<file path="config.mk">
export PLATFORM = sky130hd
export DESIGN_NAME = qdrc_phy
export DESIGN_NICKNAME = d
export VERILOG_FILES = /design/src/verilog/qdrc_bus_pkg.sv /design/src/verilog/qdrc_cal_pkg.sv /design/src/verilog/qdrc_phy_sm.sv /design/src/verilog/qdrc_phy_bit_align.sv /design/src/verilog/qdrc_phy_burst_align.sv /design/src/verilog/qdrc_phy.sv
export VERILOG_INCLUDE_DIRS = /design/src /design/src/verilog
export SDC_FILE = /design/constraint.sdc
export NUM_CORES = 1
export LEC_CHECK = 0
export ABC_AREA = 1
export BUFFER_PORTS_ARGS = -buffer_cell sky130_fd_sc_hd__buf_2
export CELL_PAD_IN_SITES_DETAIL_PLACEMENT = 0
export CELL_PAD_IN_SITES_GLOBAL_PLACEMENT = 1
export CORE_ASPECT_RATIO = 1.2
export CORE_MARGIN = 2
export CORE_UTILIZATION = 39
export DETAILED_ROUTE_END_ITERATION = 8
export PLACE_DENSITY = 0.74
export SLEW_MARGIN = 15
export SYNTH_ARGS = -nofsm -noshare
export SYNTH_HDL_FRONTEND = slang
export SYNTH_SLANG_ARGS = --single-unit
</file>
<file path="constraint.sdc">
create_clock -name clk0 -period 4.7 [get_ports clk0]
set_clock_uncertainty 0.1 [all_clocks]
set_input_delay 0.235 -clock clk0 [delete_from_list [all_inputs] [get_ports clk0]]
set_output_delay 0.235 -clock clk0 [all_outputs]
set_load 0.005 [all_outputs]
</file>
<file path="src/verilog/qdrc_macros.svh">
`ifndef QDRC_MACROS_SVH
`define QDRC_MACROS_SVH

// data bits carried on each clock edge.
`define QDRC_DATA_WIDTH 18

// byte-write lanes per edge, each one covering 9 data bits.
`define QDRC_BW_WIDTH 2

`define QDRC_ADDR_WIDTH 19

// fixed latency from a sampled user read strobe to phy_rd_data.
`define QDRC_RD_LAT 8

// longest memory read latency that burst alignment searches for.
// Must stay below QDRC_RD_LAT.
`define QDRC_MAX_SRAM_LAT 6

`define QDRC_TRAIN_ADDR 0

// burst marker words, distinct and not bitwise complements of each other.
`define QDRC_MARK_RISE 18'h2a5c3
`define QDRC_MARK_FALL 18'h0f1e6

`endif

</file>
<file path="src/verilog/qdrc_bus_pkg.sv">
`include "qdrc_macros.svh"

package qdrc_bus_pkg;

  // everything the controller drives onto the memory pins.
  typedef struct packed {
    logic                          w_n;
    logic                          r_n;
    logic [`QDRC_ADDR_WIDTH-1:0]   sa;
    logic [`QDRC_DATA_WIDTH-1:0]   d_rise;
    logic [`QDRC_DATA_WIDTH-1:0]   d_fall;
    logic [`QDRC_BW_WIDTH-1:0]     bw_n_rise; // active low lane enables.
    logic [`QDRC_BW_WIDTH-1:0]     bw_n_fall;
  } qdr_cmd_t;

  // read data as captured on the two edges.
  typedef struct packed {
    logic [`QDRC_DATA_WIDTH-1:0]   q_rise;
    logic [`QDRC_DATA_WIDTH-1:0]   q_fall;
  } qdr_rdata_t;

  // request from the user side, strobes are single cycle pulses.
  typedef struct packed {
    logic                          wr_strb;
    logic                          rd_strb;
    logic [`QDRC_ADDR_WIDTH-1:0]   addr;
    logic [2*`QDRC_DATA_WIDTH-1:0] wr_data; // low half goes out on the rise edge.
    logic [2*`QDRC_BW_WIDTH-1:0]   wr_ben;  // active high, low half for rise.
  } phy_req_t;

endpackage

</file>
<file path="src/verilog/qdrc_cal_pkg.sv">
package qdrc_cal_pkg;

  // top level power-up sequence.
  typedef enum logic [3:0] {
    PHY_IDLE        = 4'd0,
    PHY_BIT_ALIGN   = 4'd1,
    PHY_BURST_ALIGN = 4'd2,
    PHY_READY       = 4'd3,
    PHY_FAIL        = 4'd4
  } phy_state_t;

  // shared by the bit and burst aligners.
  typedef enum logic [3:0] {
    AL_IDLE  = 4'd0,
    AL_WRITE = 4'd1,
    AL_READ  = 4'd2,
    AL_WAIT  = 4'd3,
    AL_CHECK = 4'd4,
    AL_DONE  = 4'd5,
    AL_FAIL  = 4'd6
  } align_state_t;

  // both bits are levels that hold until reset.
  typedef struct packed {
    logic done;
    logic fail;
  } cal_status_t;

endpackage

</file>
<file path="src/verilog/qdrc_phy_sm.sv">
`timescale 1ns/1ps

module qdrc_phy_sm
  import qdrc_cal_pkg::*;
(
  input  logic        clk0,
  input  logic        arst_n,
  input  cal_status_t bit_status,
  input  cal_status_t burst_status,
  output logic        bit_align_start,
  output logic        burst_align_start,
  output logic        phy_rdy,
  output logic        cal_fail,
  output phy_state_t  phy_state_prb
);

  phy_state_t state;

  // the two start outputs are single cycle pulses.
  // ready and fail are sticky until the next reset.
  always_ff @(posedge clk0 or negedge arst_n) begin
    if (!arst_n) begin
      state             <= PHY_IDLE;
      bit_align_start   <= 1'b0;
      burst_align_start <= 1'b0;
      phy_rdy           <= 1'b0;
      cal_fail          <= 1'b0;
    end else begin
      bit_align_start   <= 1'b0;
      burst_align_start <= 1'b0;
      case (state)
        PHY_IDLE: begin
          bit_align_start <= 1'b1; // kick off training right after reset.
          state           <= PHY_BIT_ALIGN;
        end
        PHY_BIT_ALIGN: begin
          if (bit_status.fail) begin
            cal_fail <= 1'b1;
            state    <= PHY_FAIL;
          end else if (bit_status.done) begin
            burst_align_start <= 1'b1;
            state             <= PHY_BURST_ALIGN;
          end
        end
        PHY_BURST_ALIGN: begin
          if (burst_status.fail) begin
            cal_fail <= 1'b1;
            state    <= PHY_FAIL;
          end else if (burst_status.done) begin
            phy_rdy <= 1'b1;
            state   <= PHY_READY;
          end
        end
        default: begin
          // READY and FAIL are terminal until reset.
          state <= state;
        end
      endcase
    end
  end

  assign phy_state_prb = state;

endmodule

</file>
<file path="src/verilog/qdrc_phy_bit_align.sv">
`timescale 1ns/1ps
`include "qdrc_macros.svh"

module qdrc_phy_bit_align
  import qdrc_bus_pkg::*, qdrc_cal_pkg::*;
(
  input  logic         clk0,
  input  logic         arst_n,
  input  logic         bit_align_start,
  input  qdr_rdata_t   rdata,
  output qdr_cmd_t     cmd_bit,
  output cal_status_t  bit_status,
  output qdr_rdata_t   rdata_cal,
  output align_state_t bit_align_state_prb,
  output logic [3:0]   bit_train_error_prb
);

  localparam int DW       = `QDRC_DATA_WIDTH;
  localparam int WAIT_CYC = `QDRC_MAX_SRAM_LAT + 1;
  localparam int CNT_W    = $clog2(WAIT_CYC + 1);

  align_state_t     state;
  logic             pass;       // low for the first pattern, high for the inverse one.
  logic [CNT_W-1:0] wait_cnt;
  logic [DW-1:0]    seen;       // bit showed different values on its two edges.
  logic [DW-1:0]    last_rise;  // rise value of the latest such sample.
  logic [DW-1:0]    ok_first;
  logic [DW-1:0]    swap_first;
  logic [DW-1:0]    swap_mask;
  logic [DW-1:0]    ok_now;
  logic [DW-1:0]    swap_now;
  logic [DW-1:0]    bad_bits;
  logic [4:0]       bad_cnt;

  // pattern is rise all ones on the first pass and all zeros on the second.
  always_comb begin
    ok_now   = seen & (pass ? ~last_rise : last_rise);
    swap_now = seen & (pass ? last_rise : ~last_rise);
    // a bit is good only when both passes agree.
    bad_bits = ~((ok_first & ok_now) | (swap_first & swap_now));
    bad_cnt  = '0;
    for (int i = 0; i < DW; i++) begin
      bad_cnt = bad_cnt + 5'(bad_bits[i]);
    end
  end

  always_ff @(posedge clk0 or negedge arst_n) begin
    if (!arst_n) begin
      state               <= AL_IDLE;
      pass                <= 1'b0;
      wait_cnt            <= '0;
      seen                <= '0;
      last_rise           <= '0;
      ok_first            <= '0;
      swap_first          <= '0;
      swap_mask           <= '0;
      bit_train_error_prb <= '0;
    end else begin
      case (state)
        AL_IDLE:  if (bit_align_start) state <= AL_WRITE;
        AL_WRITE: state <= AL_READ;
        AL_READ: begin
          seen     <= '0;
          wait_cnt <= '0;
          state    <= AL_WAIT;
        end
        AL_WAIT: begin
          // keep the newest sample where the edges differ, stale data is overwritten.
          for (int i = 0; i < DW; i++) begin
            if (rdata.q_rise[i] != rdata.q_fall[i]) begin
              seen[i]      <= 1'b1;
              last_rise[i] <= rdata.q_rise[i];
            end
          end
          if (wait_cnt == CNT_W'(WAIT_CYC - 1)) state <= AL_CHECK;
          else wait_cnt <= wait_cnt + 1'b1;
        end
        AL_CHECK: begin
          if (!pass) begin
            ok_first   <= ok_now;
            swap_first <= swap_now;
            pass       <= 1'b1;
            state      <= AL_WRITE; // run again with the inverse pattern.
          end else begin
            swap_mask           <= swap_first & swap_now;
            bit_train_error_prb <= (bad_cnt > 5'd15) ? 4'd15 : bad_cnt[3:0];
            state               <= (|bad_bits) ? AL_FAIL : AL_DONE;
          end
        end
        default: state <= state;
      endcase
    end
  end

  // training command is decoded straight from the state.
  always_comb begin
    cmd_bit.w_n       = (state != AL_WRITE);
    cmd_bit.r_n       = (state != AL_READ);
    cmd_bit.sa        = `QDRC_ADDR_WIDTH'(`QDRC_TRAIN_ADDR);
    cmd_bit.d_rise    = {DW{~pass}};
    cmd_bit.d_fall    = {DW{pass}};
    cmd_bit.bw_n_rise = '0;
    cmd_bit.bw_n_fall = '0;
  end

  // registered swap stage, one cycle on the read path.
  always_ff @(posedge clk0) begin
    rdata_cal.q_rise <= (rdata.q_rise & ~swap_mask) | (rdata.q_fall & swap_mask);
    rdata_cal.q_fall <= (rdata.q_fall & ~swap_mask) | (rdata.q_rise & swap_mask);
  end

  assign bit_status.done     = (state == AL_DONE);
  assign bit_status.fail     = (state == AL_FAIL);
  assign bit_align_state_prb = state;

endmodule

</file>
<file path="src/verilog/qdrc_phy_burst_align.sv">
`timescale 1ns/1ps
`include "qdrc_macros.svh"

module qdrc_phy_burst_align
  import qdrc_bus_pkg::*, qdrc_cal_pkg::*;
(
  input  logic         clk0,
  input  logic         arst_n,
  input  logic         burst_align_start,
  input  qdr_rdata_t   rdata_cal,
  output qdr_cmd_t     cmd_burst,
  output cal_status_t  burst_status,
  output qdr_rdata_t   rdata_done,
  output align_state_t bit_train_state_prb
);

  localparam int RD_LAT   = `QDRC_RD_LAT;
  // memory latency plus the one cycle of the bit-alignment swap stage.
  localparam int WAIT_CYC = `QDRC_MAX_SRAM_LAT + 2;
  localparam int CNT_W    = $clog2(RD_LAT + 1);
  localparam int TAP_W    = $clog2(RD_LAT);

  align_state_t     state;
  logic [CNT_W-1:0] wait_cnt;
  logic [TAP_W-1:0] tap;       // extra delay stages in front of rdata_done.
  logic             mark_hit;
  qdr_rdata_t       dly_q [RD_LAT-1];

  assign mark_hit = (rdata_cal.q_rise == `QDRC_MARK_RISE) &&
                    (rdata_cal.q_fall == `QDRC_MARK_FALL);

  always_ff @(posedge clk0 or negedge arst_n) begin
    if (!arst_n) begin
      state    <= AL_IDLE;
      wait_cnt <= '0;
      tap      <= '0;
    end else begin
      case (state)
        AL_IDLE:  if (burst_align_start) state <= AL_WRITE;
        AL_WRITE: state <= AL_READ;
        AL_READ: begin
          wait_cnt <= '0;
          state    <= AL_WAIT;
        end
        AL_WAIT: begin
          // marker seen wait_cnt+1 edges after the read was sampled.
          if (mark_hit) begin
            tap   <= TAP_W'(RD_LAT - 1 - int'(wait_cnt));
            state <= AL_DONE;
          end else if (wait_cnt == CNT_W'(WAIT_CYC - 1)) begin
            state <= AL_FAIL;
          end else begin
            wait_cnt <= wait_cnt + 1'b1;
          end
        end
        default: state <= state;
      endcase
    end
  end

  always_comb begin
    cmd_burst.w_n       = (state != AL_WRITE);
    cmd_burst.r_n       = (state != AL_READ);
    cmd_burst.sa        = `QDRC_ADDR_WIDTH'(`QDRC_TRAIN_ADDR);
    cmd_burst.d_rise    = `QDRC_MARK_RISE;
    cmd_burst.d_fall    = `QDRC_MARK_FALL;
    cmd_burst.bw_n_rise = '0;
    cmd_burst.bw_n_fall = '0;
  end

  // read-data delay line.
  always_ff @(posedge clk0) begin
    dly_q[0] <= rdata_cal;
    for (int i = 1; i < RD_LAT - 1; i++) begin
      dly_q[i] <= dly_q[i-1];
    end
  end

  // tap zero passes the swap stage output straight through.
  always_comb begin
    if (tap == '0) rdata_done = rdata_cal;
    else rdata_done = dly_q[tap - 1'b1];
  end

  assign burst_status.done   = (state == AL_DONE);
  assign burst_status.fail   = (state == AL_FAIL);
  assign bit_train_state_prb = state;

endmodule

</file>
<file path="src/verilog/qdrc_phy.sv">
`timescale 1ns/1ps
`include "qdrc_macros.svh"

module qdrc_phy
  import qdrc_bus_pkg::*, qdrc_cal_pkg::*;
(
  input  logic                          clk0,
  input  logic                          arst_n,
  input  phy_req_t                      phy_req,
  input  qdr_rdata_t                    rdata,
  output qdr_cmd_t                      cmd,
  output logic [2*`QDRC_DATA_WIDTH-1:0] phy_rd_data,
  output logic                          phy_rdy,
  output logic                          cal_fail,
  output align_state_t                  bit_align_state_prb,
  output align_state_t                  bit_train_state_prb,
  output logic [3:0]                    bit_train_error_prb,
  output phy_state_t                    phy_state_prb
);

  localparam int DW = `QDRC_DATA_WIDTH;
  localparam int BW = `QDRC_BW_WIDTH;

  logic        bit_align_start;
  logic        burst_align_start;
  cal_status_t bit_status;
  cal_status_t burst_status;
  qdr_cmd_t    cmd_bit;
  qdr_cmd_t    cmd_burst;
  qdr_rdata_t  rdata_cal;
  qdr_rdata_t  rdata_done;

  qdrc_phy_sm u_sm (
    .clk0              (clk0),
    .arst_n            (arst_n),
    .bit_status        (bit_status),
    .burst_status      (burst_status),
    .bit_align_start   (bit_align_start),
    .burst_align_start (burst_align_start),
    .phy_rdy           (phy_rdy),
    .cal_fail          (cal_fail),
    .phy_state_prb     (phy_state_prb)
  );

  qdrc_phy_bit_align u_bit_align (
    .clk0                (clk0),
    .arst_n              (arst_n),
    .bit_align_start     (bit_align_start),
    .rdata               (rdata),
    .cmd_bit             (cmd_bit),
    .bit_status          (bit_status),
    .rdata_cal           (rdata_cal),
    .bit_align_state_prb (bit_align_state_prb),
    .bit_train_error_prb (bit_train_error_prb)
  );

  qdrc_phy_burst_align u_burst_align (
    .clk0                (clk0),
    .arst_n              (arst_n),
    .burst_align_start   (burst_align_start),
    .rdata_cal           (rdata_cal),
    .cmd_burst           (cmd_burst),
    .burst_status        (burst_status),
    .rdata_done          (rdata_done),
    .bit_train_state_prb (bit_train_state_prb)
  );

  // training owns the pins until it passes or fails.
  always_comb begin
    if (!bit_status.done && !cal_fail) begin
      cmd = cmd_bit;
    end else if (!burst_status.done && !cal_fail) begin
      cmd = cmd_burst;
    end else begin
      cmd.w_n       = ~phy_req.wr_strb;
      cmd.r_n       = ~phy_req.rd_strb;
      cmd.sa        = phy_req.addr;
      cmd.d_rise    = phy_req.wr_data[DW-1:0];
      cmd.d_fall    = phy_req.wr_data[2*DW-1:DW];
      cmd.bw_n_rise = ~phy_req.wr_ben[BW-1:0];
      cmd.bw_n_fall = ~phy_req.wr_ben[2*BW-1:BW];
    end
  end

  assign phy_rd_data = {rdata_done.q_fall, rdata_done.q_rise}; // fall half on top.

endmodule

</file>
Word level (Yosys, flattened, before mapping)
Memories as Yosys holds them, arrays and structs flattened. Index checks and enable logic that the tools add are counted.

$add $sub $neg: 21. Magnitude comparators: 1. Equality and inequality tests: 68. Muxes and demuxes: 51. Bitwise logic cells: 20. Reduce and logical (&&, ||, !) cells: 63.

Operators by type and width (count): AND 18 bit (8); 2-to-1 mux 61 bit (2); adder 5 x 1 -> 5 bit (16); AND reduction 2 bit (40); NOT 18 bit (3); bitwise OR 18 bit (3); 2-to-1 mux 4 bit (13); inequality test 2 x 1 -> 1 bit, second input constant (19); 2-to-1 mux 18 bit (2); 2-to-1 mux 36 bit (1); case mux 18 bit (2 select lines) (1); == test 4 x 3 -> 1 bit, second input constant (6); 2-to-1 mux 1 bit (24); == test 4 x 2 -> 1 bit, second input constant (5); case mux 4 bit (5 select lines) (1); == test 18 x 16 -> 1 bit, second input constant (1); == test 18 bit, second input constant (1); inequality test 1 bit (18); AND reduction 3 bit (6); OR reduction 18 bit (1); case mux 4 bit (4 select lines) (1); inequality test 2 bit, second input constant (7); == test 4 x 1 -> 1 bit, second input constant (3); zero test 4 bit (3); other kinds (26) (39).

Bits in registers: 157. Bits in writable memories: 252. Bits of input ports: 99. Output and inout bits: 115. Word-level logic and storage cells: 278. Memories: 1.

Memories: u_burst_align.dly_q (words 7, width 36, rd ports 7, clocked after memory_dff 0, write ports 7, line qdrc_phy_burst_align.sv:27) `qdr_rdata_t dly_q [RD_LAT-1];`.

Depth between registers and ports, before layout
Gate-level depths: netlist of run 1.

Depth in word-level cells: 25. Mapped depth: 20. Depth with buffers taken out: 19.

Hierarchy
From an unflattened synthesis of run 1, not the netlist that was laid out.

Cells, all modules: 2285. Area total of the unflattened synthesis: 18445.2 um2.

By module, submodules not included: qdrc_phy_burst_align (instances 1, cells an instance 982, area an instance 8824.7 um2); qdrc_phy_bit_align (instances 1, cells an instance 813, area an instance 6812.8 um2); qdrc_phy (instances 1, cells an instance 451, area an instance 2483.6 um2); qdrc_phy_sm (instances 1, cells an instance 39, area an instance 324.1 um2).

Least setup slack after synthesis of run 1
Ideal clock, no wire load.

Path type: register to register. Start point: register u_bit_align.pass. End point: register u_bit_align.bit_train_error_prb[3]. Library setup time: 79 ps. Arrival: 4577 ps. Data required time: 4521 ps. Path slack: -56 ps. Cell stages (with the launch flop): 19. Period minus slack after synthesis: 4756 ps. Cell sequence: dfrtp_1 -> buf_6 -> xor2_1 -> nand2_1 -> o21ai_0 -> ha_1 -> inv_1 -> fa_1 -> fa_1 -> fa_1 -> inv_1 -> fa_1 -> fa_1 -> inv_1 -> fa_1 -> or2_2 -> a21oi_1 -> nor2_1 -> a2bb2oi_1.

Word-level cells in the longest chain between the ends: 24. Elaborated cells between the ends (all ways): 28.

RTL lines: start: declaration (line qdrc_phy_bit_align.sv:23) `logic pass;`; start signal: assignment (line qdrc_phy_bit_align.sv:50) `pass <= 1'b0;`; start signal: assignment (line qdrc_phy_bit_align.sv:82) `pass <= 1'b1;`; 2-to-1 mux 18 bit (on tied branches) (line qdrc_phy_bit_align.sv:37, qdrc_phy_bit_align.sv:38); AND 18 bit (on tied branches) (line qdrc_phy_bit_align.sv:37, qdrc_phy_bit_align.sv:38); AND 18 bit (line qdrc_phy_bit_align.sv:40) `bad_bits = ~((ok_first & ok_now) | (swap_first & swap_now));`; bitwise OR 18 bit (line qdrc_phy_bit_align.sv:40); NOT 18 bit (line qdrc_phy_bit_align.sv:40); adder 1 x 1 -> 2 bit (line qdrc_phy_bit_align.sv:43) `bad_cnt = bad_cnt + 5'(bad_bits[i]);`; adder 5 x 1 -> 5 bit (16 in series) (line qdrc_phy_bit_align.sv:43); greater-than comparator 5 x 4 -> 1 bit (line qdrc_phy_bit_align.sv:86) `bit_train_error_prb <= (bad_cnt > 5'd15) ? 4'd15 : bad_cnt[3:0];`; 2-to-1 mux 4 bit (line qdrc_phy_bit_align.sv:86); end signal: assignment (line qdrc_phy_bit_align.sv:86); end: declaration (line qdrc_phy_bit_align.sv:15) `output logic [3:0] bit_train_error_prb`.

Parallel ways exist; a longest one is shown, timed or not. A chain may end at the register's enable or synchronous reset.

Worst setup path in the final report of run 1
Start point: register u_bit_align.pass. End point: register u_bit_align.state[1], in the netlist u_bit_align.bit_align_state_prb[1].

Word-level cells in the longest chain between the ends: 9. Elaborated cells between the ends (all ways): 12.

RTL lines: 2-to-1 mux 18 bit (on tied branches) (line qdrc_phy_bit_align.sv:37, qdrc_phy_bit_align.sv:38); AND 18 bit (on tied branches) (line qdrc_phy_bit_align.sv:37, qdrc_phy_bit_align.sv:38); AND 18 bit (line qdrc_phy_bit_align.sv:40); bitwise OR 18 bit (line qdrc_phy_bit_align.sv:40); NOT 18 bit (line qdrc_phy_bit_align.sv:40); OR reduction 18 bit (line qdrc_phy_bit_align.sv:87) `state <= (|bad_bits) ? AL_FAIL : AL_DONE;`; 2-to-1 mux 2 bit (line qdrc_phy_bit_align.sv:87); 2-to-1 mux 4 bit (*) (line qdrc_phy_bit_align.sv:79) `if (!pass) begin`; case mux 4 bit (5 select lines) (*) (line qdrc_phy_bit_align.sv:59) `case (state)`; end signal: assignment (line qdrc_phy_bit_align.sv:87); end signal: assignment (line qdrc_phy_bit_align.sv:90) `default: state <= state;`; end: declaration (line qdrc_phy_bit_align.sv:22) `align_state_t state;`.

Every way passes the cells marked *; elsewhere a longest branch is shown, timed or not.

==> results of run 1 <==
==> cell families after synthesis <==
kind of cell	count (synthesis)	synth area share [%]
simple gates	681	18.47
compound gates	418	14.98
flops	406	57.20
buf+inv	250	6.494
fa+ha+maj	23	2.479
xor+xnor	6	0.3448
other cells	1	0.02460
==> per-stage QoR <==
step | std cells | utilization [%] | cell area [sq um] | setup TNS, ps | hold WS [ps]
after CTS | 2646 | 49.64 | 19180 | -124.0 | 75.72
after floorplan | 1787 | - | 15250 | 0 | -160.6
after global placement | 2487 | 43.87 | 16960 | -599.4 | 114.7
after detailed placement | 2487 | 43.87 | 16960 | -899.5 | 117.7
after global routing | 2652 | 49.90 | 19280 | -1694 | 98.76
final | 2652 | 49.90 | 19280 | -683.6 | 74.08
==> Yosys cell counts, types with 11 or more instances <==
| master | number |
|---|---|
| sky130_fd_sc_hd__a21oi_1 | 34 |
| sky130_fd_sc_hd__dfrtp_1 | 118 |
| sky130_fd_sc_hd__nand3_1 | 49 |
| sky130_fd_sc_hd__o31ai_1 | 17 |
| sky130_fd_sc_hd__o22ai_1 | 55 |
| sky130_fd_sc_hd__clkbuf_1 | 64 |
| sky130_fd_sc_hd__o21ai_0 | 274 |
| sky130_fd_sc_hd__nand4_1 | 24 |
| sky130_fd_sc_hd__fa_1 | 12 |
| sky130_fd_sc_hd__nand2_1 | 338 |
| sky130_fd_sc_hd__dfxtp_1 | 288 |
| sky130_fd_sc_hd__ha_1 | 11 |
| sky130_fd_sc_hd__nor2_1 | 226 |
| sky130_fd_sc_hd__a211oi_1 | 13 |
| sky130_fd_sc_hd__nand2_2 | 20 |
| sky130_fd_sc_hd__inv_1 | 166 |
==> what timing repair did <==
action,4_1_cts,5_1_grt
pin swaps,16,16
setup endpoints to repair,4,6
endpoints found under the hold margin,87,0
gates resized for setup,15,13
setup buffers,29,7
hold buffers,55,0
==> power by group through the flow <==
stage	clock network [mW]	logic [mW]	registers, mW
5_1_grt	3.62	5.44	5.51
4_1_cts	3.45	4.31	5.34
6_report	3.38	4.71	5.36
3_5_place_dp	0	3.75	5.40
2_1_floorplan	0	2.58	5.17
3_3_place_gp	0	3.69	5.34
==> sequential cells by signal, indices dropped and copies added, names as in the netlist <==
name / flops
u_bit_align.bit_align_state_prb: 3
u_bit_align.bit_train_error_prb: 4
u_bit_align.last_rise: 18
u_bit_align.ok_first: 18
u_bit_align.pass: 1
u_bit_align.rdata_cal: 36
u_bit_align.seen: 18
u_bit_align.swap_first: 18
u_bit_align.swap_mask: 18
u_bit_align.wait_cnt: 3
u_burst_align.bit_train_state_prb: 3
u_burst_align.dly_q: 252
u_burst_align.tap: 3
u_burst_align.wait_cnt: 4
u_sm.bit_align_start: 1
u_sm.burst_align_start: 1
u_sm.cal_fail: 1
u_sm.phy_rdy: 1
u_sm.phy_state_prb: 3
==> worst max-delay path, delay by kind of cell (launching register included) <==
kind	cells	cell delay, ps
DFF	1	410
AOI/OAI and AO/OA	2	360
buffers and inverters	28	3450
and+or+nand+nor	4	410
==> layer usage <==
metal | global-route usage, % | up-vias | wire length (um)
met3 | 3.242 | 80 | 1858
li1 | - | 6454 | -
met4 | 8.213 | 0 | 1523
met2 | 34.45 | 318 | 20150
met1 | 26.07 | 6043 | 17940
met5 | 0 | - | 0
==> path summary, 6_finish.rpt <==
| check | startpoint | to | cells after the start |
|---|---|---|---|
| max in group asynchronous | arst_n | u_bit_align.seen[7]$_DFFE_PN0P_ | 3 |
| setup reg to reg | u_bit_align.pass$_DFFE_PN0N_ | u_bit_align.bit_align_state_prb[1]$_DFFE_PN0P_ | 34 |
| hold reg to reg | u_burst_align.dly_q[2][29]$_DFF_P_ | u_burst_align.dly_q[3][29]$_DFF_P_ | 0 |
| setup / recovery | u_bit_align.pass$_DFFE_PN0N_ | u_bit_align.bit_align_state_prb[1]$_DFFE_PN0P_ | 34 |
| min in group clk0 | u_burst_align.dly_q[2][29]$_DFF_P_ | u_burst_align.dly_q[3][29]$_DFF_P_ | 0 |
| hold / removal | arst_n | u_sm.phy_rdy$_DFFE_PN0P_ | 2 |
==> layout make-up <==
class / instances / share of cell area, %
inverter: 169 / 3.302
timing repair buffer: 345 / 11.49
sequential: 406 / 45.22
multi-input combinational: 1131 / 29.24
tap: 526 / 3.413
clock inverter: 18 / 1.174
clock buffer: 57 / 6.157
==> parameters.txt, run 1 <==
Parameter                              Value

Power and ir drop
  Total net switching power ... 4.663 mW
  Power Total ... 13.44 mW
  Leakage power ... 9.122 nW
  Proportion of power drawn by combinational gates ... 35.0%
  Cell-internal power ... 8.782 mW
  Switching part of the total power ... 34.68%
  Clock share of power ... 25.1%
  Relative contribution of sequential cells to total power ... roughly two fifths
  Max IR drop VDD ... slightly below 0.0009 V
  Total power density per cell area ... 697.2 nW/um^2

Clock network
  CTS Buffer Depth ... 3
  CTS root buf ... sky130_fd_sc_hd__clkbuf_16
  Clock edge transition at the registers on the reported setup and hold paths ... 60 ps
  Htree depth ... 2
  Clock net sink count ... 406
  Number of CTS-inserted buffers ... between 40 and 50
  Clock latency on the worst-skew pair ... 550 ps
  CTS tree ... built

Finish
  Share of final-layout standard cells stronger than drive strength 1 ... around a fifth
  Layout fillers ... 3640
  Post-synthesis to final-layout area growth ... 26.53%
  Nets@finish ... 2216
  Most common cell after layout, fill and taps aside ... sky130_fd_sc_hd__nand2_1
  FF+latch area ... 8721 sq um
  Most used cells in the layout excluding fill and tap cells ... sky130_fd_sc_hd__nand2_1 (335), sky130_fd_sc_hd__dfxtp_1 (288), sky130_fd_sc_hd__o21ai_0 (271)
  Area taken by multi-input logic gates ... 5639 sq um
  Ant diodes ... 0

Timing
  Fin worst setup slack ... -169.5 ps
  Final period utilization ... 103.6%
  Min Tclk post-route ... 4870 ps
  Maximum achievable frequency ... 205.4 MHz
  Hold Vio Cnt, Final ... 0
  Max-slew headroom at the worst pin ... about a quarter
  Unrepaired setup endpoints after global routing ... true
  Final setup violation count ... 6
  Max-slew violation count ... 0
  Slew of the pin with the lowest slew margin ... 1137 ps

Synthesis
  Cell area after technology mapping ... 15240 sq um
  Cell type contributing the most total cell area after synthesis ... sky130_fd_sc_hd__dfxtp_1
  Post-synthesis async set-or-reset flop share ... just under 30%
  Post-Syn Instances ... about 1800
  Portion of synthesized cell area occupied by the leading cell type ... 37.83%
  Seq cells post-synth ... 406
  Post-synth EDFFs ... 0
  Most used flip-flop cell after synthesis ... sky130_fd_sc_hd__dfxtp_1
  Proportion of synthesized chip area in sequential cells ... between 50 and 60%
  Cell types with the largest area share after synthesis ... sky130_fd_sc_hd__dfxtp_1 (38%), sky130_fd_sc_hd__dfrtp_1 (19%), sky130_fd_sc_hd__o21ai_0 (9.0%), sky130_fd_sc_hd__nand2_1 (8.3%), sky130_fd_sc_hd__nor2_1 (5.6%)
  Number of warnings issued by yosys ... 0
  Average footprint of a synthesized cell ... 8.538 sq um
  Number of distinct standard cells referenced by the synthesized netlist ... 41

Detailed routing
  Initial drt markers ... 656
  Post-detailed-route count of antenna-violating nets ... 0
  DR DRC count ... 0
  Average via count per standard cell ... 4.862
  Via count ... 12900
  Routed wire length per instance ... 15.64 um
  Final routed wirelength across all metal layers ... 41.47 mm
  1st-pass router iterations ... 7

Global route
  Pin count of the biggest net entering global routing ... approximately 110
  Number of antenna violations at the first check in global routing ... 1
  Overall routing resource usage ... 20.37%
  Via count of the first global-routing pass ... roughly 12000
  Overflow after GRT ... 0
  Wire length of the first global-routing pass ... 65.34 mm

Setup path
  Kind of end point of the critical path ... flip-flop
  CP max stage cell ... sky130_fd_sc_hd__dfrtp_2
  Largest stage delay, worst path ... 410 ps
  Startpoint kind of the worst setup timing path ... flip-flop
  R2R setup slack ... -170 ps
  Kind of critical path ... flip-flop to flip-flop
  Arrival @ worst endpoint ... 5190 ps
  Crit-path most repeated cell ... sky130_fd_sc_hd__buf_4
  Highest fanout seen on the critical path ... 3
  Req. time, crit path ... 5020 ps

Floorplan
  Die Area ... 40680 sq um
  Core box area ... between 30000 and 40000 sq um
  Number of standard-cell rows in the floorplan ... 79
  Horizontal die dimension ... around 180 um
  Die height ... 220.6 um
  Number of ports placed on the die boundary ... 214
  Initial core utilization ... 39.43%

Outcome
  Run status ... finished with violations
  Violated checks ... setup timing

Placed design
  Worst setup timing slack at the placement stage ... -249.2 ps
  GPL Wtd Cong ... 0.7711
  Count of input and output buffers ... 210
  Placed wire-length estimate after detailed placement ... 27.33 mm

Run
  Maximum capacitance violations ... 0

Worst hold path
  Worst Hold Class ... primary input to async pin
Power figures use the tool's default switching activity.
==> inputs of run 2 (changes only) <==
CELL_PAD_IN_SITES_DETAIL_PLACEMENT = not set   (was 0)
CELL_PAD_IN_SITES_GLOBAL_PLACEMENT = not set   (was 1)
CORE_UTILIZATION = 51   (was 39)
HOLD_SLACK_MARGIN = 0.02   (was not set)
PLACE_DENSITY = 0.73   (was 0.74)
==> parameters.txt, run 2 (synthesized netlist as in run 1, its figures left out) <==
Parameter                              Value

Outcome
  Run status ... finished with violations
  Violated checks ... setup timing

Floorplan
  Number of ports placed on the die boundary ... 214 (unchanged)
  Die Area ... 31290 sq um (-23%)
  Horizontal die dimension ... 161.8 um (-12%)
  Core box area ... 29530 sq um (-24%)
  Die height ... 193.4 um (-12%)
  Number of standard-cell rows in the floorplan ... 69 (-13%)
  Initial core utilization ... 51.62% (+12 points)

Finish
  Share of final-layout standard cells stronger than drive strength 1 ... 18.22% (-1.4 points)
  Post-synthesis to final-layout area growth ... 23.32%
  Number of flip-flops in the largest register ... 252 (unchanged)
  Registers with the most flip-flops ... u_burst_align.dly_q: 252 flops, u_bit_align.rdata_cal: 36 flops
  Layout fillers ... 2444 (-33%)
  Area taken by multi-input logic gates ... 5642 sq um (about the same)
  FF+latch area ... 8721 sq um (unchanged)
  Ant diodes ... 0 (unchanged)
  Most common cell after layout, fill and taps aside ... sky130_fd_sc_hd__nand2_1
  Final non-filler cell total ... 2476 (-6.6%)
  Share of the core filled with cells ... 63.66% (+14 points)
  Most used cells in the layout excluding fill and tap cells ... sky130_fd_sc_hd__nand2_1 (333), sky130_fd_sc_hd__dfxtp_1 (288), sky130_fd_sc_hd__o21ai_0 (272)
  Design Area, Final ... 18800 sq um (-2.5%)
  Nets@finish ... 2178 (-1.7%)
  Register with the most flip-flops ... u_burst_align.dly_q

Timing
  Fin worst setup slack ... -75.26 ps (+94.26 ps)
  Max-slew violation count ... 0 (unchanged)
  Hold Vio Cnt, Final ... 0 (unchanged)
  Max-slew headroom at the worst pin ... 26.08% (+1.9 points)
  Slew of the pin with the lowest slew margin ... 1109 ps (-28.62 ps)
  Unrepaired setup endpoints after global routing ... true
  Final setup violation count ... 4 (-2)
  Maximum achievable frequency ... 209.4 MHz (+2.0%)
  Final period utilization ... 101.6% (-2.0 points)
  Minimum hold slack ... 239.9 ps (+165.8 ps)
  Min Tclk post-route ... 4775 ps (-94.26 ps)

Setup path
  Highest fanout seen on the critical path ... 4 (+1)
  Crit-path most repeated cell ... sky130_fd_sc_hd__fa_1
  Levels on crit path ... 20 (-41%)
  Arrival @ worst endpoint ... 5120 ps (-70 ps)
  Critical register-to-register path endpoint ... u_bit_align.bit_train_error_prb[3]$_DFFE_PN0P_
  Kind of end point of the critical path ... flip-flop
  Req. time, crit path ... 5040 ps (+20 ps)
  Largest stage delay, worst path ... 550 ps (+140 ps)
  Cell family with the largest share of critical-path delay ... adder cells
  R2R setup slack ... -80 ps (+90 ps)
  Worst path bufs/invs ... 6 (-79%)
  Reg2reg start ... u_bit_align.pass$_DFFE_PN0N_
  Cell Chain, Critical Path ... buf_6 > buf_4 > nand2_1 > nand2_1 > nand3_2 > nand2_2 > fa_1 > inv_1 > fa_1 > inv_2 > fa_1 > inv_1 > fa_1 > fa_2 > inv_2 > fa_2 > or2_4 > a21oi_4 > nor2_4 > a2bb2oi_1
  Startpoint kind of the worst setup timing path ... flip-flop
  Critical Path End ... u_bit_align.bit_train_error_prb[3]$_DFFE_PN0P_
  CP max stage cell ... sky130_fd_sc_hd__fa_1
  Kind of critical path ... flip-flop to flip-flop
  Reg2Reg Depth ... 20 (-41%)
  CP startpoint ... u_bit_align.pass$_DFFE_PN0N_

Global route
  Overflow after GRT ... 0 (unchanged)
  Via count of the first global-routing pass ... 12690 (+3.5%)
  Number of antenna violations at the first check in global routing ... 0 (-1)
  Wire length of the first global-routing pass ... 62.78 mm (-3.9%)
  Pin count of the biggest net entering global routing ... 109 (unchanged)
  Overall routing resource usage ... 24.29% (+3.9 points)

Placed design
  Count of input and output buffers ... 210 (unchanged)
  GPL Wtd Cong ... 0.9147 (+19%)
  Placed wire-length estimate after detailed placement ... 25.61 mm (-6.3%)
  # placed instances ... 2343 (-5.8%)
  Cell area after placement ... 16730 sq um (-1.3%)
  Worst setup timing slack at the placement stage ... -356.1 ps (-106.9 ps)

Clock network
  CTS tree ... built
  Number of CTS-inserted buffers ... 40 (-2.4%)
  Clock latency on the worst-skew pair ... 530 ps (-20 ps)
  CTS Buffer Depth ... 3 (unchanged)
  Clock net sink count ... 406 (unchanged)
  Clock edge transition at the registers on the reported setup and hold paths ... 60 ps (about the same)
  Htree depth ... 2 (unchanged)
  CTS root buf ... sky130_fd_sc_hd__clkbuf_16

Power and ir drop
  Leakage power ... 8.932 nW (-2.1%)
  Max IR drop VDD ... 0.001244 V (+41%)
  Total power density per cell area ... 698.3 nW/um^2 (+0.16%)

Detailed routing
  Via count ... 13080 (+1.5%)
  Initial drt markers ... 991 (+51%)
  Post-detailed-route count of antenna-violating nets ... 0 (unchanged)
  Routed wire length per instance ... 15.61 um (-0.18%)
  DR DRC count ... 0 (unchanged)
  Final routed wirelength across all metal layers ... 38.65 mm (-6.8%)
  1st-pass router iterations ... 5 (-2)
  Average via count per standard cell ... 5.284 (+8.7%)

Worst hold path
  Worst Hold Class ... flip-flop to flip-flop

Run
  Maximum capacitance violations ... 0 (unchanged)
-- run 2: report_power, final --
group | switching [mW] | internal [mW] | leakage [nW]
Sequential | 0.735 | 4.63 | 3.86
Combinational | 2.49 | 1.99 | 4.40
Clock | 1.31 | 1.96 | 0.674
Total | 4.54 | 8.59 | 8.93
-- run 2: layout make-up --
type | instances | share of cell area, %
clock buffers | 59 | 6.417
multi-input cells | 1131 | 30.02
flip-flops and latches | 406 | 46.40
inverters | 169 | 3.388
clock inverters | 13 | 0.8854
repair buffers | 308 | 10.30
well taps | 390 | 2.596
-- run 2: metal layers --
metal | global-route usage (%) | vias to the layer above | routed length (um)
met5 | 0 | - | 0
met4 | 9.079 | 0 | 1411
met3 | 3.238 | 88 | 1971
met2 | 41.51 | 387 | 18940
met1 | 31.42 | 6239 | 16330
li1 | - | 6370 | -
-- run 2: through the flow --
step / TNS (ps) / total power [mW]
2_1_floorplan: 0 / 7.752
3_3_place_gp: -507.5 / 8.909
3_5_place_dp: -1269 / 9.142
4_1_cts: -249.3 / 12.81
5_1_grt: -921.2 / 14.11
6_report: -242.5 / 13.12
-- run 2: timing repair --
| item | 4_1_cts | 5_1_grt |
|---|---|---|
| endpoints found under the setup margin | 4 | 4 |
| gates resized for setup | 16 | 12 |
| pin swaps | 6 | 8 |
| hold buffers | 54 | 0 |
| endpoints found under the hold margin | 139 | 0 |
| setup buffers | 3 | 4 |
-- run 2: worst min-delay path by stage --
stage | from | endpoint | slack (ps) | cells past startpoint
6_report | u_burst_align.dly_q[2][35]$_DFF_P_ | u_burst_align.dly_q[3][35]$_DFF_P_ | 240 | 0
5_1_grt | u_burst_align.dly_q[2][2]$_DFF_P_ | u_burst_align.dly_q[3][2]$_DFF_P_ | 250 | 0
4_1_cts | u_burst_align.dly_q[2][35]$_DFF_P_ | u_burst_align.dly_q[3][35]$_DFF_P_ | 240 | 0
3_5_place_dp | u_burst_align.dly_q[2][35]$_DFF_P_ | u_burst_align.dly_q[3][35]$_DFF_P_ | 230 | 0
3_3_place_gp | u_burst_align.dly_q[2][11]$_DFF_P_ | u_burst_align.dly_q[3][11]$_DFF_P_ | 230 | 0
2_1_floorplan | arst_n | u_bit_align.bit_align_state_prb[0]$_DFFE_PN0P_ | -160 | 0
==> inputs of run 3 (changes only) <==
SKIP_CTS_REPAIR_TIMING = 1   (was not set)
==> parameters.txt, run 3 (synthesized netlist as in run 1, its figures left out) <==
Parameter                              Value

Outcome
  Run status ... finished with violations
  Violated checks ... hold timing, setup timing

Global route
  Pin count of the biggest net entering global routing ... 109 (unchanged)
  Overall routing resource usage ... 23.82% (-0.47 points)
  Wire length of the first global-routing pass ... 61.45 mm (-2.1%)
  Overflow after GRT ... 0 (unchanged)
  Via count of the first global-routing pass ... 12370 (-2.5%)
  Number of antenna violations at the first check in global routing ... 0 (unchanged)

Setup path
  Arrival @ worst endpoint ... 5180 ps (+60 ps)
  Reg2reg start ... u_bit_align.pass$_DFFE_PN0N_
  Cell family with the largest share of critical-path delay ... adder cells
  Kind of critical path ... flip-flop to flip-flop
  Largest stage delay, worst path ... 550 ps (about the same)
  R2R setup slack ... -120 ps (-50 ps)
  Startpoint kind of the worst setup timing path ... flip-flop
  Highest fanout seen on the critical path ... 4 (unchanged)
  Worst path bufs/invs ... 3 (-3)
  Req. time, crit path ... 5060 ps (+20 ps)
  Reg2Reg Depth ... 17 (-15%)
  Cell Chain, Critical Path ... xor2_2 > nand2_1 > o21ai_2 > ha_1 > inv_2 > fa_2 > fa_1 > fa_1 > inv_2 > fa_1 > fa_2 > inv_2 > fa_2 > or2_4 > a21oi_4 > nor2_4 > a2bb2oi_2
  Critical register-to-register path endpoint ... u_bit_align.bit_train_error_prb[1]$_DFFE_PN0P_
  Kind of end point of the critical path ... flip-flop
  CP max stage cell ... sky130_fd_sc_hd__fa_1

Timing
  Maximum achievable frequency ... 207.3 MHz (-1.0%)
  Slew of the pin with the lowest slew margin ... 1105 ps (-3.693 ps)
  Min Tclk post-route ... 4825 ps (+49.26 ps)
  Max-slew violation count ... 0 (unchanged)
  Post-route setup TNS ... -431.6 ps (-189.1 ps)
  Max-slew headroom at the worst pin ... 26.33% (+0.25 points)
  Unrepaired setup endpoints after global routing ... true
  Final setup violation count ... 4 (unchanged)
  Fin worst setup slack ... -124.5 ps (-49.26 ps)
  Hold Vio Cnt, Final ... 3 (+3)
  Final period utilization ... 102.6% (+1.0 points)
  Minimum hold slack ... -17.98 ps (-257.8 ps)

Power and ir drop
  Proportion of power drawn by combinational gates ... 33.8% (-0.4 points)
  Max IR drop VDD ... 0.001325 V (+6.5%)
  Clock share of power ... 25.1% (+0.2 points)
  Total net switching power ... 4.568 mW (+0.64%)
  Total power density per cell area ... 699.0 nW/um^2 (about the same)
  Cell-internal power ... 8.483 mW (-1.2%)
  Relative contribution of sequential cells to total power ... 41.1% (+0.2 points)
  Leakage power ... 8.871 nW (-0.69%)
  Power Total ... 13.05 mW (-0.55%)
  Switching part of the total power ... 35.00% (+0.42 points)

Finish
  Post-synthesis to final-layout area growth ... 22.52%
  Design Area, Final ... 18670 sq um (-0.65%)
  Share of final-layout standard cells stronger than drive strength 1 ... 17.94% (-0.28 points)
  Layout fillers ... 2454 (+0.41%)
  Registers with the most flip-flops ... u_burst_align.dly_q: 252 flops, u_bit_align.rdata_cal: 36 flops
  Ant diodes ... 0 (unchanged)
  Number of flip-flops in the largest register ... 252 (unchanged)
  Most used cells in the layout excluding fill and tap cells ... sky130_fd_sc_hd__nand2_1 (336), sky130_fd_sc_hd__dfxtp_1 (288), sky130_fd_sc_hd__o21ai_0 (272)
  Nets@finish ... 2166 (-0.55%)
  Most common cell after layout, fill and taps aside ... sky130_fd_sc_hd__nand2_1
  Register with the most flip-flops ... u_burst_align.dly_q

Floorplan
  Die Area ... 31290 sq um (unchanged)
  Horizontal die dimension ... 161.8 um (unchanged)
  Number of ports placed on the die boundary ... 214 (unchanged)
  Core box area ... 29530 sq um (unchanged)
  Number of standard-cell rows in the floorplan ... 69 (unchanged)
  Initial core utilization ... 51.62% (unchanged)
  Die height ... 193.4 um (unchanged)

Clock network
  Number of CTS-inserted buffers ... 40 (unchanged)
  Clock net sink count ... 406 (unchanged)
  CTS tree ... built
  CTS root buf ... sky130_fd_sc_hd__clkbuf_16
  Htree depth ... 2 (unchanged)
  Clock latency on the worst-skew pair ... 530 ps (about the same)
  CTS Buffer Depth ... 3 (unchanged)
  Clock edge transition at the registers on the reported setup and hold paths ... 70 ps (about the same)

Detailed routing
  Post-detailed-route count of antenna-violating nets ... 0 (unchanged)
  Initial drt markers ... 950 (-4.1%)
  Via count ... 13020 (-0.48%)
  Average via count per standard cell ... 5.284 (about the same)
  DR DRC count ... 0 (unchanged)
  1st-pass router iterations ... 5 (unchanged)
  Routed wire length per instance ... 15.62 um (about the same)
  Final routed wirelength across all metal layers ... 38.49 mm (-0.43%)

Worst hold path
  Worst Hold Class ... primary input to flip-flop
  Hold Path Stages ... 4 (+4)
  Worst Hold End ... u_bit_align.last_rise[3]$_DFFE_PN0P_
  Worst Hold Launch ... rdata[3]

Run
  Maximum capacitance violations ... 0 (unchanged)

Placed design
  GPL Wtd Cong ... 0.9147 (unchanged)
  Placed wire-length estimate after detailed placement ... 25.61 mm (unchanged)
  Count of input and output buffers ... 210 (unchanged)
  Cell area after placement ... 16730 sq um (unchanged)
run 3: changes by cell type in the layout (fill, tap and decap cells not counted), sizes merged:
cell | before | now
buf | 254 | 249
dlygate4sd3 | 54 | 47
run 3: worst reg2reg max path: cells and delay by family, from the launching register on:
family	cells	cell delay [ps]
xor gates and xnor gates	1	200
buffers and inverters	3	160
AOI/OAI and AO/OA	3	500
DFF	1	470
and+or+nand+nor	3	430
adders and majority gates	7	2890
run 3: worst max-delay path by stage:
stage | start | to | slack, ps | cells past startpoint
3_5_place_dp | u_bit_align.pass$_DFFE_PN0N_ | u_bit_align.bit_train_error_prb[3]$_DFFE_PN0P_ | -360 | 17
2_1_floorplan | u_bit_align.pass$_DFFE_PN0N_ | u_bit_align.bit_train_error_prb[3]$_DFFE_PN0P_ | 0.6 | 18
6_report | u_bit_align.pass$_DFFE_PN0N_ | u_bit_align.bit_train_error_prb[1]$_DFFE_PN0P_ | -120 | 17
4_1_cts | u_bit_align.pass$_DFFE_PN0N_ | u_bit_align.bit_train_error_prb[3]$_DFFE_PN0P_ | -340 | 17
3_3_place_gp | u_bit_align.pass$_DFFE_PN0N_ | u_bit_align.bit_train_error_prb[3]$_DFFE_PN0P_ | -160 | 18
5_1_grt | u_bit_align.pass$_DFFE_PN0N_ | u_bit_align.bit_train_error_prb[1]$_DFFE_PN0P_ | -330 | 17
run 3: cell type report:
type	instances	area [sq um]	share of cell area, %
timing repair buffer	296	1824	9.770
tap	390	488.0	2.613
clock inverter	13	166.4	0.8912
inverter	169	636.9	3.411
sequential	406	8721	46.70
multi-input combinational	1131	5630	30.15
clock buffer	59	1206	6.459
run 3: power groups by stage:
| stage | clock network (mW) | logic, mW | registers [mW] |
|---|---|---|---|
| global route | 3.47 | 5.06 | 5.50 |
| detailed placement | 0 | 3.75 | 5.40 |
| finish | 3.27 | 4.41 | 5.37 |
| CTS | 3.32 | 3.83 | 5.34 |
| global placement | 0 | 3.58 | 5.33 |
| floorplan | 0 | 2.58 | 5.17 |
run 3: metrics by stage:
stage / instances / utilization (%) / setup WS (ps)
global route: 2464 / 63.24 / -325.4
detailed placement: 2343 / 56.66 / -356.1
CTS: 2415 / 61.31 / -338.6
finish: 2464 / 63.24 / -124.5
floorplan: 1787 / - / 0.5684
global placement: 2343 / 56.66 / -164.3
run 3: per-layer routing:
layer  global-route usage (%)  wire length (um)
met1                    31.17             16340
met2                    40.25             18810
met4                    9.013              1435
met3                    3.173              1909
met5                        0                 0
